[src/design/crc_settings.svh]
// CRC unit register map and reset values
// Word offsets decode from address bits 4 to 2
`ifndef CRC_SETTINGS_SVH
`define CRC_SETTINGS_SVH
`define CRC_OFS_DR        3'd0
`define CRC_OFS_IDR       3'd1
`define CRC_OFS_CR        3'd2
`define CRC_OFS_INIT      3'd4
`define CRC_OFS_POL       3'd5
`define CRC_INIT_RESET    32'hFFFF_FFFF
`define CRC_POLY_RESET    32'h04C1_1DB7
`define CRC_IDR_RESET     8'h00
`define CRC_CR_RESET      5'h00
// CR field positions: reset bit, poly size, rev in, rev out
`define CRC_CR_RST_BIT    0
`define CRC_CR_PSIZE_LSB  3
`define CRC_CR_REVIN_LSB  5
`define CRC_CR_REVOUT_BIT 7
`endif
[src/design/crc_pkg.sv]
// CRC unit types
// Polynomial size and input reversal codes, CR fields and buffer entry
package crc_pkg;

	// Polynomial width selection, CR bits 4:3
	typedef enum logic [1:0]
	{
		P32 = 2'b00,
		P16 = 2'b01,
		P8  = 2'b10,
		P7  = 2'b11
	} poly_size_t;

	// Input bit reversal granularity, CR bits 6:5
	typedef enum logic [1:0]
	{
		NONE = 2'b00,
		BYTE = 2'b01,
		HALF = 2'b10,
		WORD = 2'b11
	} rev_in_t;

	// Configuration held in CR, 5 bits
	typedef struct packed
	{
		poly_size_t poly_size;
		rev_in_t    rev_in;
		logic       rev_out;
	} crc_cfg_t;

	// One DR write
	// Size 0 byte, 1 halfword, 2 word
	typedef struct packed
	{
		logic [31:0] data;
		logic [1:0]  size;
	} buf_entry_t;

endpackage

[src/design/ahb_pkg.sv]
// AHB-Lite bus types
// Transfer type, transfer size, response and the sampled address phase
package ahb_pkg;

	// HTRANS encoding
	typedef enum logic [1:0]
	{
		HTRANS_IDLE   = 2'b00,
		HTRANS_BUSY   = 2'b01,
		HTRANS_NONSEQ = 2'b10,
		HTRANS_SEQ    = 2'b11
	} htrans_t;

	// HSIZE, only byte, halfword and word are meaningful here
	typedef logic [2:0] hsize_t;

	// HRESP encoding
	typedef enum logic
	{
		HRESP_OKAY  = 1'b0,
		HRESP_ERROR = 1'b1
	} hresp_t;

	// Address phase as captured for the data phase, 9 bits
	typedef struct packed
	{
		logic       sel;
		logic       write;
		htrans_t    trans;
		logic [1:0] size;
		logic [2:0] idx;
	} ahb_addr_phase_t;

endpackage

[src/design/crc_ahb_top.sv]
// CRC unit top level
// AHB-Lite slave wrapping host interface, input buffer, config
// registers and the byte-serial CRC engine
`timescale 1ns/100ps

module crc_ahb_top
(
	input  logic             HCLK,
	input  logic             HRESETn,
	input  logic             hsel,
	input  logic [31:0]      haddr,
	input  ahb_pkg::htrans_t htrans,
	input  ahb_pkg::hsize_t  hsize,
	input  logic             hwrite,
	input  logic             hready,
	input  logic [31:0]      hwdata,
	output logic [31:0]      hrdata,
	output logic             hreadyout,
	output logic             hresp
);
	import crc_pkg::*;

	// Host side strobes and data
	logic [31:0] wr_data;
	logic [1:0]  wr_size;
	logic        buf_wr, init_wr, poly_wr, idr_wr, reset_chain;
	crc_cfg_t    cfg;
	// Register and buffer outputs
	logic [31:0] init_value, poly, crc_value;
	logic [7:0]  idr;
	buf_entry_t  entry;
	logic        buf_full, take, engine_busy, reset_pending;

	crc_host_interface u_host (.HCLK, .HRESETn, .hsel, .haddr, .htrans, .hsize, .hwrite,
		.hready, .hwdata, .crc_value, .init_value, .poly, .idr, .buf_full, .engine_busy,
		.reset_pending, .hrdata, .hreadyout, .hresp, .wr_data, .wr_size, .buf_wr,
		.init_wr, .poly_wr, .idr_wr, .reset_chain, .cfg);

	// Data side
	crc_input_buffer u_buf (.HCLK, .HRESETn, .buf_wr, .wr_data, .wr_size, .take,
		.entry, .buf_full);

	// Setup side
	crc_config_regs u_cfg (.HCLK, .HRESETn, .wr_data, .init_wr, .poly_wr, .idr_wr,
		.init_value, .poly, .idr);

	crc_engine u_engine (.HCLK, .HRESETn, .entry, .buf_full, .cfg, .init_value, .poly,
		.reset_chain, .take, .crc_value, .engine_busy, .reset_pending);

endmodule

[src/design/crc_engine.sv]
// CRC unit engine
// Takes buffered words, applies input bit reversal and folds the valid
// bytes in MSB first at one byte per clock, with a 32/16/8/7 bit
// programmable polynomial, reset loading from INIT and output reversal
`timescale 1ns/100ps
`include "crc_settings.svh"

module crc_engine
(
	input  logic                HCLK,
	input  logic                HRESETn,
	input  crc_pkg::buf_entry_t entry,
	input  logic                buf_full,
	input  crc_pkg::crc_cfg_t   cfg,
	input  logic [31:0]         init_value,
	input  logic [31:0]         poly,
	input  logic                reset_chain,
	output logic                take,
	output logic [31:0]         crc_value,
	output logic                engine_busy,
	output logic                reset_pending
);
	import crc_pkg::*;

	logic        busy_q;
	logic [1:0]  cnt_q;
	logic [31:0] sh_q;
	logic [31:0] crc_q;
	logic [31:0] rev_data;
	logic [31:0] aligned;
	logic [31:0] wmask;

	// One byte through the shift register, data MSB first
	function automatic logic [31:0] fold_byte(input logic [31:0] crc_in,
		input logic [7:0] data, input logic [31:0] poly_m, input logic [31:0] mask);
		logic [31:0] r;
		logic [31:0] top;
		logic        fb;
		r   = crc_in;
		// Bit w-1 of the active width
		top = mask & ~(mask >> 1);
		for (int i = 7; i >= 0; i--)
		begin
			fb = ((r & top) != 32'h0) ^ data[i];
			r  = (r << 1) & mask;
			if (fb)
				r = r ^ poly_m;
		end
		return r;
	endfunction

	// Width mask from the polynomial size
	always_comb
	begin
		case (cfg.poly_size)
			P16:     wmask = 32'h0000_FFFF;
			P8:      wmask = 32'h0000_00FF;
			P7:      wmask = 32'h0000_007F;
			default: wmask = 32'hFFFF_FFFF;
		endcase
	end

	////////////////////////////////////////////////////////////
	// Input reversal and byte alignment
	////////////////////////////////////////////////////////////
	always_comb
	begin
		logic [4:0] k;
		for (int i = 0; i < 32; i++)
		begin
			k = 5'(i);
			case (cfg.rev_in)
				BYTE:    rev_data[i] = entry.data[{k[4:3], ~k[2:0]}];
				HALF:    rev_data[i] = entry.data[{k[4], ~k[3:0]}];
				WORD:    rev_data[i] = entry.data[~k];
				default: rev_data[i] = entry.data[i];
			endcase
		end
	end

	// Valid low bytes moved to the top so byte 31:24 goes first
	always_comb
	begin
		case (entry.size)
			2'd0:    aligned = {rev_data[7:0], 24'h0};
			2'd1:    aligned = {rev_data[15:0], 16'h0};
			default: aligned = rev_data;
		endcase
	end

	////////////////////////////////////////////////////////////
	// Control and CRC register
	////////////////////////////////////////////////////////////

	// Pending reset goes ahead of a waiting entry
	assign take = buf_full && !busy_q && !reset_pending;

	always_ff @(posedge HCLK)
	begin
		if (!HRESETn)
		begin
			busy_q        <= 1'b0;
			cnt_q         <= 2'd0;
			crc_q         <= `CRC_INIT_RESET;
			reset_pending <= 1'b0;
		end
		else
		begin
			if (take)
			begin
				busy_q <= 1'b1;
				// Bytes left minus one
				cnt_q  <= (entry.size == 2'd0) ? 2'd0 : (entry.size == 2'd1) ? 2'd1 : 2'd3;
			end
			else if (busy_q)
			begin
				crc_q <= fold_byte(crc_q, sh_q[31:24], poly & wmask, wmask);
				cnt_q <= cnt_q - 2'd1;
				if (cnt_q == 2'd0)
					busy_q <= 1'b0;
			end
			else if (reset_pending)
				crc_q <= init_value & wmask;
			// New request keeps it armed even on the loading edge
			if (reset_chain)
				reset_pending <= 1'b1;
			else if (!busy_q)
				reset_pending <= 1'b0;
		end
	end

	// Byte shifter
	always_ff @(posedge HCLK)
	begin
		if (take)
			sh_q <= aligned;
		else if (busy_q)
			sh_q <= sh_q << 8;
	end

	// DR reads wait for anything still in flight
	assign engine_busy = busy_q || buf_full || reset_pending;
	assign crc_value   = cfg.rev_out ? {<<{crc_q}} : crc_q;

	// Take only from idle, and it always starts a run
	assert property (@(posedge HCLK) disable iff (!HRESETn) take |-> !busy_q ##1 busy_q);

	// Reset load never lands in the middle of a word
	assert property (@(posedge HCLK) disable iff (!HRESETn)
		$fell(reset_pending) |-> $past(!busy_q));

endmodule

[src/design/crc_config_regs.sv]
// CRC unit configuration registers
// Initial value, polynomial and the free 8-bit IDR scratch register
`timescale 1ns/100ps
`include "crc_settings.svh"

module crc_config_regs
(
	input  logic        HCLK,
	input  logic        HRESETn,
	input  logic [31:0] wr_data,
	input  logic        init_wr,
	input  logic        poly_wr,
	input  logic        idr_wr,
	output logic [31:0] init_value,
	output logic [31:0] poly,
	output logic [7:0]  idr
);

	////////////////////////////////////////////////////////////
	// INIT
	////////////////////////////////////////////////////////////

	// Loaded into the CRC register on a CR reset
	// Full 32 bits kept, the engine masks to the active width
	always_ff @(posedge HCLK)
	begin
		if (!HRESETn)
			init_value <= `CRC_INIT_RESET;
		else if (init_wr)
			init_value <= wr_data;
	end

	////////////////////////////////////////////////////////////
	// POL
	////////////////////////////////////////////////////////////

	// Generator polynomial without the implicit top bit
	// Defaults to the Ethernet CRC-32 polynomial
	always_ff @(posedge HCLK)
	begin
		if (!HRESETn)
			poly <= `CRC_POLY_RESET;
		else if (poly_wr)
			poly <= wr_data;
	end

	////////////////////////////////////////////////////////////
	// IDR
	////////////////////////////////////////////////////////////

	// General purpose byte for software
	// Not used by the CRC calculation
	// Upper write bits dropped
	always_ff @(posedge HCLK)
	begin
		if (!HRESETn)
			idr <= `CRC_IDR_RESET;
		else if (idr_wr)
			idr <= wr_data[7:0];
	end

endmodule

[src/design/crc_input_buffer.sv]
// CRC unit input buffer
// One DR write waits here with its size until the engine takes it
`timescale 1ns/100ps

module crc_input_buffer
(
	input  logic                HCLK,
	input  logic                HRESETn,
	input  logic                buf_wr,
	input  logic [31:0]         wr_data,
	input  logic [1:0]          wr_size,
	input  logic                take,
	output crc_pkg::buf_entry_t entry,
	output logic                buf_full
);

	////////////////////////////////////////////////////////////
	// Full flag
	////////////////////////////////////////////////////////////

	// Write wins over take
	// Host only writes once the previous entry has gone
	always_ff @(posedge HCLK)
	begin
		if (!HRESETn)
		begin
			buf_full <= 1'b0;
		end
		else
		begin
			if (buf_wr)
				buf_full <= 1'b1;
			else if (take)
				buf_full <= 1'b0;
		end
	end

	////////////////////////////////////////////////////////////
	// Payload
	////////////////////////////////////////////////////////////

	// Data and size captured together
	always_ff @(posedge HCLK)
	begin
		if (buf_wr)
		begin
			entry.data <= wr_data;
			entry.size <= wr_size;
		end
	end

	// Host must hold back a DR write while an entry is still waiting
	assert property (@(posedge HCLK) disable iff (!HRESETn)
		!(buf_wr && buf_full && !take));

	// Engine only takes a valid entry, and the flag drops after it
	assert property (@(posedge HCLK) disable iff (!HRESETn)
		take && !buf_wr |-> buf_full ##1 !buf_full);

endmodule

[src/design/crc_host_interface.sv]
// CRC unit AHB-Lite host interface
// Samples the address phase, decodes the register map, owns CR,
// muxes read data and holds off the bus on the three stall causes
`timescale 1ns/100ps
`include "crc_settings.svh"

module crc_host_interface
(
	input  logic              HCLK,
	input  logic              HRESETn,
	input  logic              hsel,
	input  logic [31:0]       haddr,
	input  ahb_pkg::htrans_t  htrans,
	input  ahb_pkg::hsize_t   hsize,
	input  logic              hwrite,
	input  logic              hready,
	input  logic [31:0]       hwdata,
	input  logic [31:0]       crc_value,
	input  logic [31:0]       init_value,
	input  logic [31:0]       poly,
	input  logic [7:0]        idr,
	input  logic              buf_full,
	input  logic              engine_busy,
	input  logic              reset_pending,
	output logic [31:0]       hrdata,
	output logic              hreadyout,
	output logic              hresp,
	output logic [31:0]       wr_data,
	output logic [1:0]        wr_size,
	output logic              buf_wr,
	output logic              init_wr,
	output logic              poly_wr,
	output logic              idr_wr,
	output logic              reset_chain,
	output crc_pkg::crc_cfg_t cfg
);
	import ahb_pkg::*;
	import crc_pkg::*;

	ahb_addr_phase_t ap_d;
	ahb_addr_phase_t ap_q;
	crc_cfg_t        cr_q;
	logic            sample_bus;
	logic            active;
	logic            write_act;
	logic            read_act;
	logic            dr_wr_req;
	logic            init_wr_req;
	logic            dr_rd;
	logic            cr_wr;

	////////////////////////////////////////////////////////////
	// Address phase pipeline
	////////////////////////////////////////////////////////////
	always_comb
	begin
		ap_d.sel   = hsel;
		ap_d.write = hwrite;
		ap_d.trans = htrans;
		ap_d.size  = hsize[1:0];
		ap_d.idx   = haddr[4:2];
	end

	// Only advance when the whole bus moves on
	assign sample_bus = hready && hreadyout;

	always_ff @(posedge HCLK)
	begin
		if (!HRESETn)
			ap_q <= '0;
		else if (sample_bus)
			ap_q <= ap_d;
	end

	// SEQ falls through as idle, single transfers only
	assign active    = ap_q.sel && (ap_q.trans == HTRANS_NONSEQ);
	assign write_act = active && ap_q.write;
	assign read_act  = active && !ap_q.write;

	////////////////////////////////////////////////////////////
	// Register decode and write strobes
	////////////////////////////////////////////////////////////
	assign dr_wr_req   = write_act && (ap_q.idx == `CRC_OFS_DR);
	assign init_wr_req = write_act && (ap_q.idx == `CRC_OFS_INIT);
	assign poly_wr     = write_act && (ap_q.idx == `CRC_OFS_POL);
	assign idr_wr      = write_act && (ap_q.idx == `CRC_OFS_IDR);
	assign cr_wr       = write_act && (ap_q.idx == `CRC_OFS_CR);
	assign dr_rd       = read_act && (ap_q.idx == `CRC_OFS_DR);

	// Held request lands in the cycle the blocking condition clears
	assign buf_wr  = dr_wr_req && !buf_full;
	assign init_wr = init_wr_req && !reset_pending;

	// Write data comes straight off the bus in the data phase
	assign wr_data = hwdata;
	assign wr_size = ap_q.size;

	// Stall causes
	assign hreadyout = !((dr_wr_req && buf_full) ||
			(dr_rd && engine_busy) ||
			(init_wr_req && reset_pending));

	// Never an error response
	assign hresp = HRESP_OKAY;

	////////////////////////////////////////////////////////////
	// Control register
	////////////////////////////////////////////////////////////
	always_ff @(posedge HCLK)
	begin
		if (!HRESETn)
			cr_q <= `CRC_CR_RESET;
		else if (cr_wr)
		begin
			cr_q.poly_size <= poly_size_t'(hwdata[`CRC_CR_PSIZE_LSB +: 2]);
			cr_q.rev_in    <= rev_in_t'(hwdata[`CRC_CR_REVIN_LSB +: 2]);
			cr_q.rev_out   <= hwdata[`CRC_CR_REVOUT_BIT];
		end
	end

	// Reset bit is write-only, pulses for the write cycle
	assign reset_chain = cr_wr && hwdata[`CRC_CR_RST_BIT];
	assign cfg         = cr_q;

	// Read mux, unmapped offsets read zero
	always_comb
	begin
		hrdata = 32'h0;
		case (ap_q.idx)
			`CRC_OFS_DR:   hrdata = crc_value;
			`CRC_OFS_IDR:  hrdata = {24'h0, idr};
			`CRC_OFS_CR:   hrdata = {24'h0, cr_q.rev_out, cr_q.rev_in, cr_q.poly_size, 3'b000};
			`CRC_OFS_INIT: hrdata = init_value;
			`CRC_OFS_POL:  hrdata = poly;
			default:       hrdata = 32'h0;
		endcase
	end

	// Idle data phase never holds the bus
	assert property (@(posedge HCLK) disable iff (!HRESETn) !active |-> hreadyout);

	// A reset request arms the engine next cycle
	assert property (@(posedge HCLK) disable iff (!HRESETn)
		reset_chain |=> reset_pending);

endmodule

[config.mk]
export PLATFORM = sky130hd
export DESIGN_NAME = crc_ahb_top
export DESIGN_NICKNAME = d
export VERILOG_FILES = /design/src/design/crc_pkg.sv /design/src/design/ahb_pkg.sv /design/src/design/crc_ahb_top.sv /design/src/design/crc_engine.sv /design/src/design/crc_config_regs.sv /design/src/design/crc_input_buffer.sv /design/src/design/crc_host_interface.sv
export VERILOG_INCLUDE_DIRS = /design/src /design/src/design
export SDC_FILE = /design/constraint.sdc
export NUM_CORES = 1
export LEC_CHECK = 0
export ABC_AREA = 1
export BUFFER_PORTS_ARGS = -buffer_cell sky130_fd_sc_hd__buf_4
export CAP_MARGIN = 0
export CORE_UTILIZATION = 60
export DETAILED_ROUTE_END_ITERATION = 12
export GPL_TIMING_DRIVEN = 1
export PLACE_DENSITY = 0.89
export SETUP_SLACK_MARGIN = 0.4
export SYNTH_ARGS = -nofsm -noshare
export SYNTH_HDL_FRONTEND = slang
export SYNTH_SLANG_ARGS = --single-unit
export TNS_END_PERCENT = 30
[constraint.sdc]
create_clock -name HCLK -period 6.8 [get_ports HCLK]
set_clock_uncertainty 0.15 [all_clocks]
set_input_delay 1.36 -clock HCLK [delete_from_list [all_inputs] [get_ports HCLK]]
set_output_delay 1.36 -clock HCLK [all_outputs]
set_load 0.02 [all_outputs]
==> qor.yml <==
synthCells: 2278
hold_depth: 0
ant_nets: 0
yosys.area.top_type_share_pct: 19.59
hp-start: "u_host.wr_size[1]$_SDFFE_PN0P_"
status: "complete, no violations"
synth_area_mm2: 0.01476
num_vias: 17242
core_region_area_mm2: 0.02425
synth_warnings: 0
place_area_mm2: 0.01571
swShare_pct: 31.52
die_x_um: 158.8
syn_nets: 2353
drt_iter0_drc: 2947
place.gp.congestion: 0.9759
n_antenna_cell: 0
ios: 108
via_per_inst: 6.344
async_reset_ff_share_pct: 0
r2r-start: "u_host.cfg[4]$_SDFFE_PN0P_"
worstHoldEndpoint: "u_buf.entry[1]$_DFFE_PP_"
setup_viol: 0
port_buffers: 76
tns_ns: 0
grt_pass1_wl_um: 82350
drc: 0
hpwl_um: 38260
critPathMostFrequentCell: "nand2_1"
grt_use_total_pct: 42.12
leakagePower_nw: 8.231
pre_cts_ws_ns: -0.07869
grt_overflow: 0
cts_hold_buffers: 0
htree_levels: 4
r2r_cells: 48
r2r_slack_ns: 0.004
stdcell_area_mm2: 0.01773
rows: 57
max_stage_delay_ns: 0.48
synth_edf_count: 66
max_freq_mhz: 147.1
clock_power_share_pct: 40.2
synthDistinctLibCells: 45
nets: 2456
critPathArrivalTime_ns: 7.04
die-area_mm2: 0.02523
regToRegEndpoint: "u_engine.crc_q[2]$_SDFFE_PN1P_"
cp.required_ns: 7.04
powerDensity_mw_per_mm2: 152.9
routed_wl_um: 58690
final_common_cell: "nand2_1"
period_needed_ns: 6.796
start_kind: "register"
cts_tree: "done"
antenna_found_initial: 0
cts-buffers-inserted: 17
maxSlewViolCount: 0
wire_per_inst_um: 21.59
cp_slowest_cell: "nor2_2"
critPathMaxFanout: 8
grt_max_degree: 73
tightest_slew_ns: 1.320
nFillCells: 1831
synth_area_leader_cell: "nand2_1"
start_util_pct: 60.86
p_comb_share_pct: 16.5
intPower_mw: 1.856
synth_seq_cells: 189
grt_pass1_vias: 14643
max_slew_margin_pct: 11.51
cts_sinks: 189
synth_area_leaders: "nand2_1 20%, dfxtp_1 17%, edfxtp_1 13%"
layout_setup_ws_ns: 0.004036
clk_pin_slew_worst_paths_ns: 0.10
syn2layout_area_growth_pct: 20.17
cp-end-kind: "register"
clk_path_buf_depth: 2
yosysSeqAreaShare_pct: 30.12
final_cell_mix: "723 x nand2_1, 173 x buf_4, 169 x o21ai_0, 160 x nor2_1, 158 x inv_1"
vdd_drop_max_uv: 171.6
synth_area_per_cell_um2: 6.478
placed_cells: 2623
synth_top_flop_cell: "dfxtp_1"
rsz0062_at_grt: "yes"
path_class: "register to register"
chipHeight_um: 158.8
clk_latency_ns: 0.46
drive_gt1_share_pct: 17.21
cts_root_buf: "clkbuf_16"
min_path_type: "register to register"
p_sw_uw: 854.4
cap_violations: 0
period_share_pct: 99.94
fin_cells: 2718
seqPwrFrac_pct: 43.3
drtPass1Iterations: 8
finalHoldViolCount: 0
==> how the worst max path moves through the flow <==
stage                                          start                               to  slack (ns)  cells past startpoint
after CTS                 u_host.cfg[4]$_SDFFE_PN0P_  u_engine.crc_q[10]$_SDFFE_PN1P_        0.41                     54
after floorplan           u_host.cfg[3]$_SDFFE_PN0P_   u_engine.crc_q[7]$_SDFFE_PN1P_        1.37                     55
after global routing      u_host.cfg[4]$_SDFFE_PN0P_   u_engine.crc_q[1]$_SDFFE_PN1P_       -0.31                     51
after detailed placement  u_host.cfg[3]$_SDFFE_PN0P_   u_engine.crc_q[2]$_SDFFE_PN1P_       -0.08                     48
final                     u_host.cfg[4]$_SDFFE_PN0P_   u_engine.crc_q[2]$_SDFFE_PN1P_       0.004                     48
after global placement    u_host.cfg[3]$_SDFFE_PN0P_   u_engine.crc_q[2]$_SDFFE_PN1P_        0.09                     48
==> cell families (layout without fill, tap and decap cells) <==
| group | count (synthesis) | after routing | share of synthesized area (%) |
|---|---|---|---|
| adders and majority gates | 1 | 1 | 0.08478 |
| and+or+nand+nor | 1178 | 1180 | 33.15 |
| xor gates and xnor gates | 218 | 218 | 12.99 |
| AOI/OAI and AO/OA | 388 | 388 | 14.91 |
| buffers and inverters | 303 | 417 | 8.716 |
| other | 1 | 1 | 0.02541 |
| DFF | 189 | 189 | 30.12 |
==> area by class of cell <==
cell class | count | area [um2] | share of cell area [%]
timing repair buffer | 206 | 1834 | 10.34
multi-input combinational | 1788 | 9718 | 54.80
clock inverter | 15 | 217.7 | 1.228
tap | 324 | 405.4 | 2.286
clock buffer | 17 | 425.4 | 2.399
inverter | 179 | 679.4 | 3.831
sequential | 189 | 4453 | 25.11
==> cell usage after synthesis, types with 3 or more instances <==
cell type    n
buf_2       11
a21oi_1    109
o21ai_1      8
nor3_1      14
inv_1      158
o22ai_1     29
nor2_4       3
nand2_1    770
clkinv_1     7
clkbuf_1    82
a31oi_1      8
nor2_1     166
nand3_2     10
buf_1        8
dfxtp_1    123
o21ai_0    172
buf_4       11
o211ai_1    15
buf_6       12
xnor2_1     99
edfxtp_1    66
nand3_1    174
nor2_2       6
o221ai_1    18
nand2_2     21
xor2_1     118
a221oi_1    17
inv_2       12
o21bai_1     5
nand4_1      5
==> per-layer routing <==
metal	vias to the layer above	GRT usage (%)	part of all wire, %
met2	1516	61.62	42
met3	348	10.06	15
met5	-	0	0.085
li1	7602	-	-
met4	2	16.46	6.6
met1	7774	59.43	37
==> sequential cells by signal, summed over array words and instances (netlist names) <==
signal                  flops
u_engine.crc_q             32
u_host.wr_size              2
u_cfg.idr                   8
u_engine.sh_q              32
u_buf.buf_full              1
u_engine.busy_q             1
u_cfg.init_value           32
u_buf.entry                34
u_cfg.poly                 32
u_host.ap_q                 7
u_engine.reset_pending      1
u_host.cfg                  5
u_engine.cnt_q              2
==> power groups by stage <==
stage | clock, mW | combinational [mW] | sequential, mW
floorplan | 0 | 0.238 | 1.20
global placement | 0 | 0.377 | 1.20
detailed placement | 0 | 0.382 | 1.20
CTS | 1.08 | 0.396 | 1.17
global route | 1.13 | 0.466 | 1.17
finish | 1.09 | 0.447 | 1.17
==> timing repair <==
action / CTS / global route
gates resized for setup: 17 / 161
cloned: 2 / 6
buffers inserted: 20 / 35
endpoints found under the setup margin: 32 / 32
pin swaps: 10 / 73
==> through the flow <==
stage,util (%),hold slack [ns],total power [mW]
3_5_place_dp,64.80,0.2668,1.582
4_1_cts,68.69,0.2806,2.653
3_3_place_gp,64.80,0.2624,1.576
2_1_floorplan,-,0.2586,1.437
5_1_grt,73.13,0.2939,2.769
6_report,73.13,0.2806,2.711
==> worst max-delay path, delay by kind of cell (launching register included) <==
family / cells / cell delay, ns
flip-flops: 1 / 0.38
buffers and inverters: 6 / 0.84
AND/OR/NAND/NOR: 42 / 5.35
Note: power is estimated with default switching activity, not from simulation.
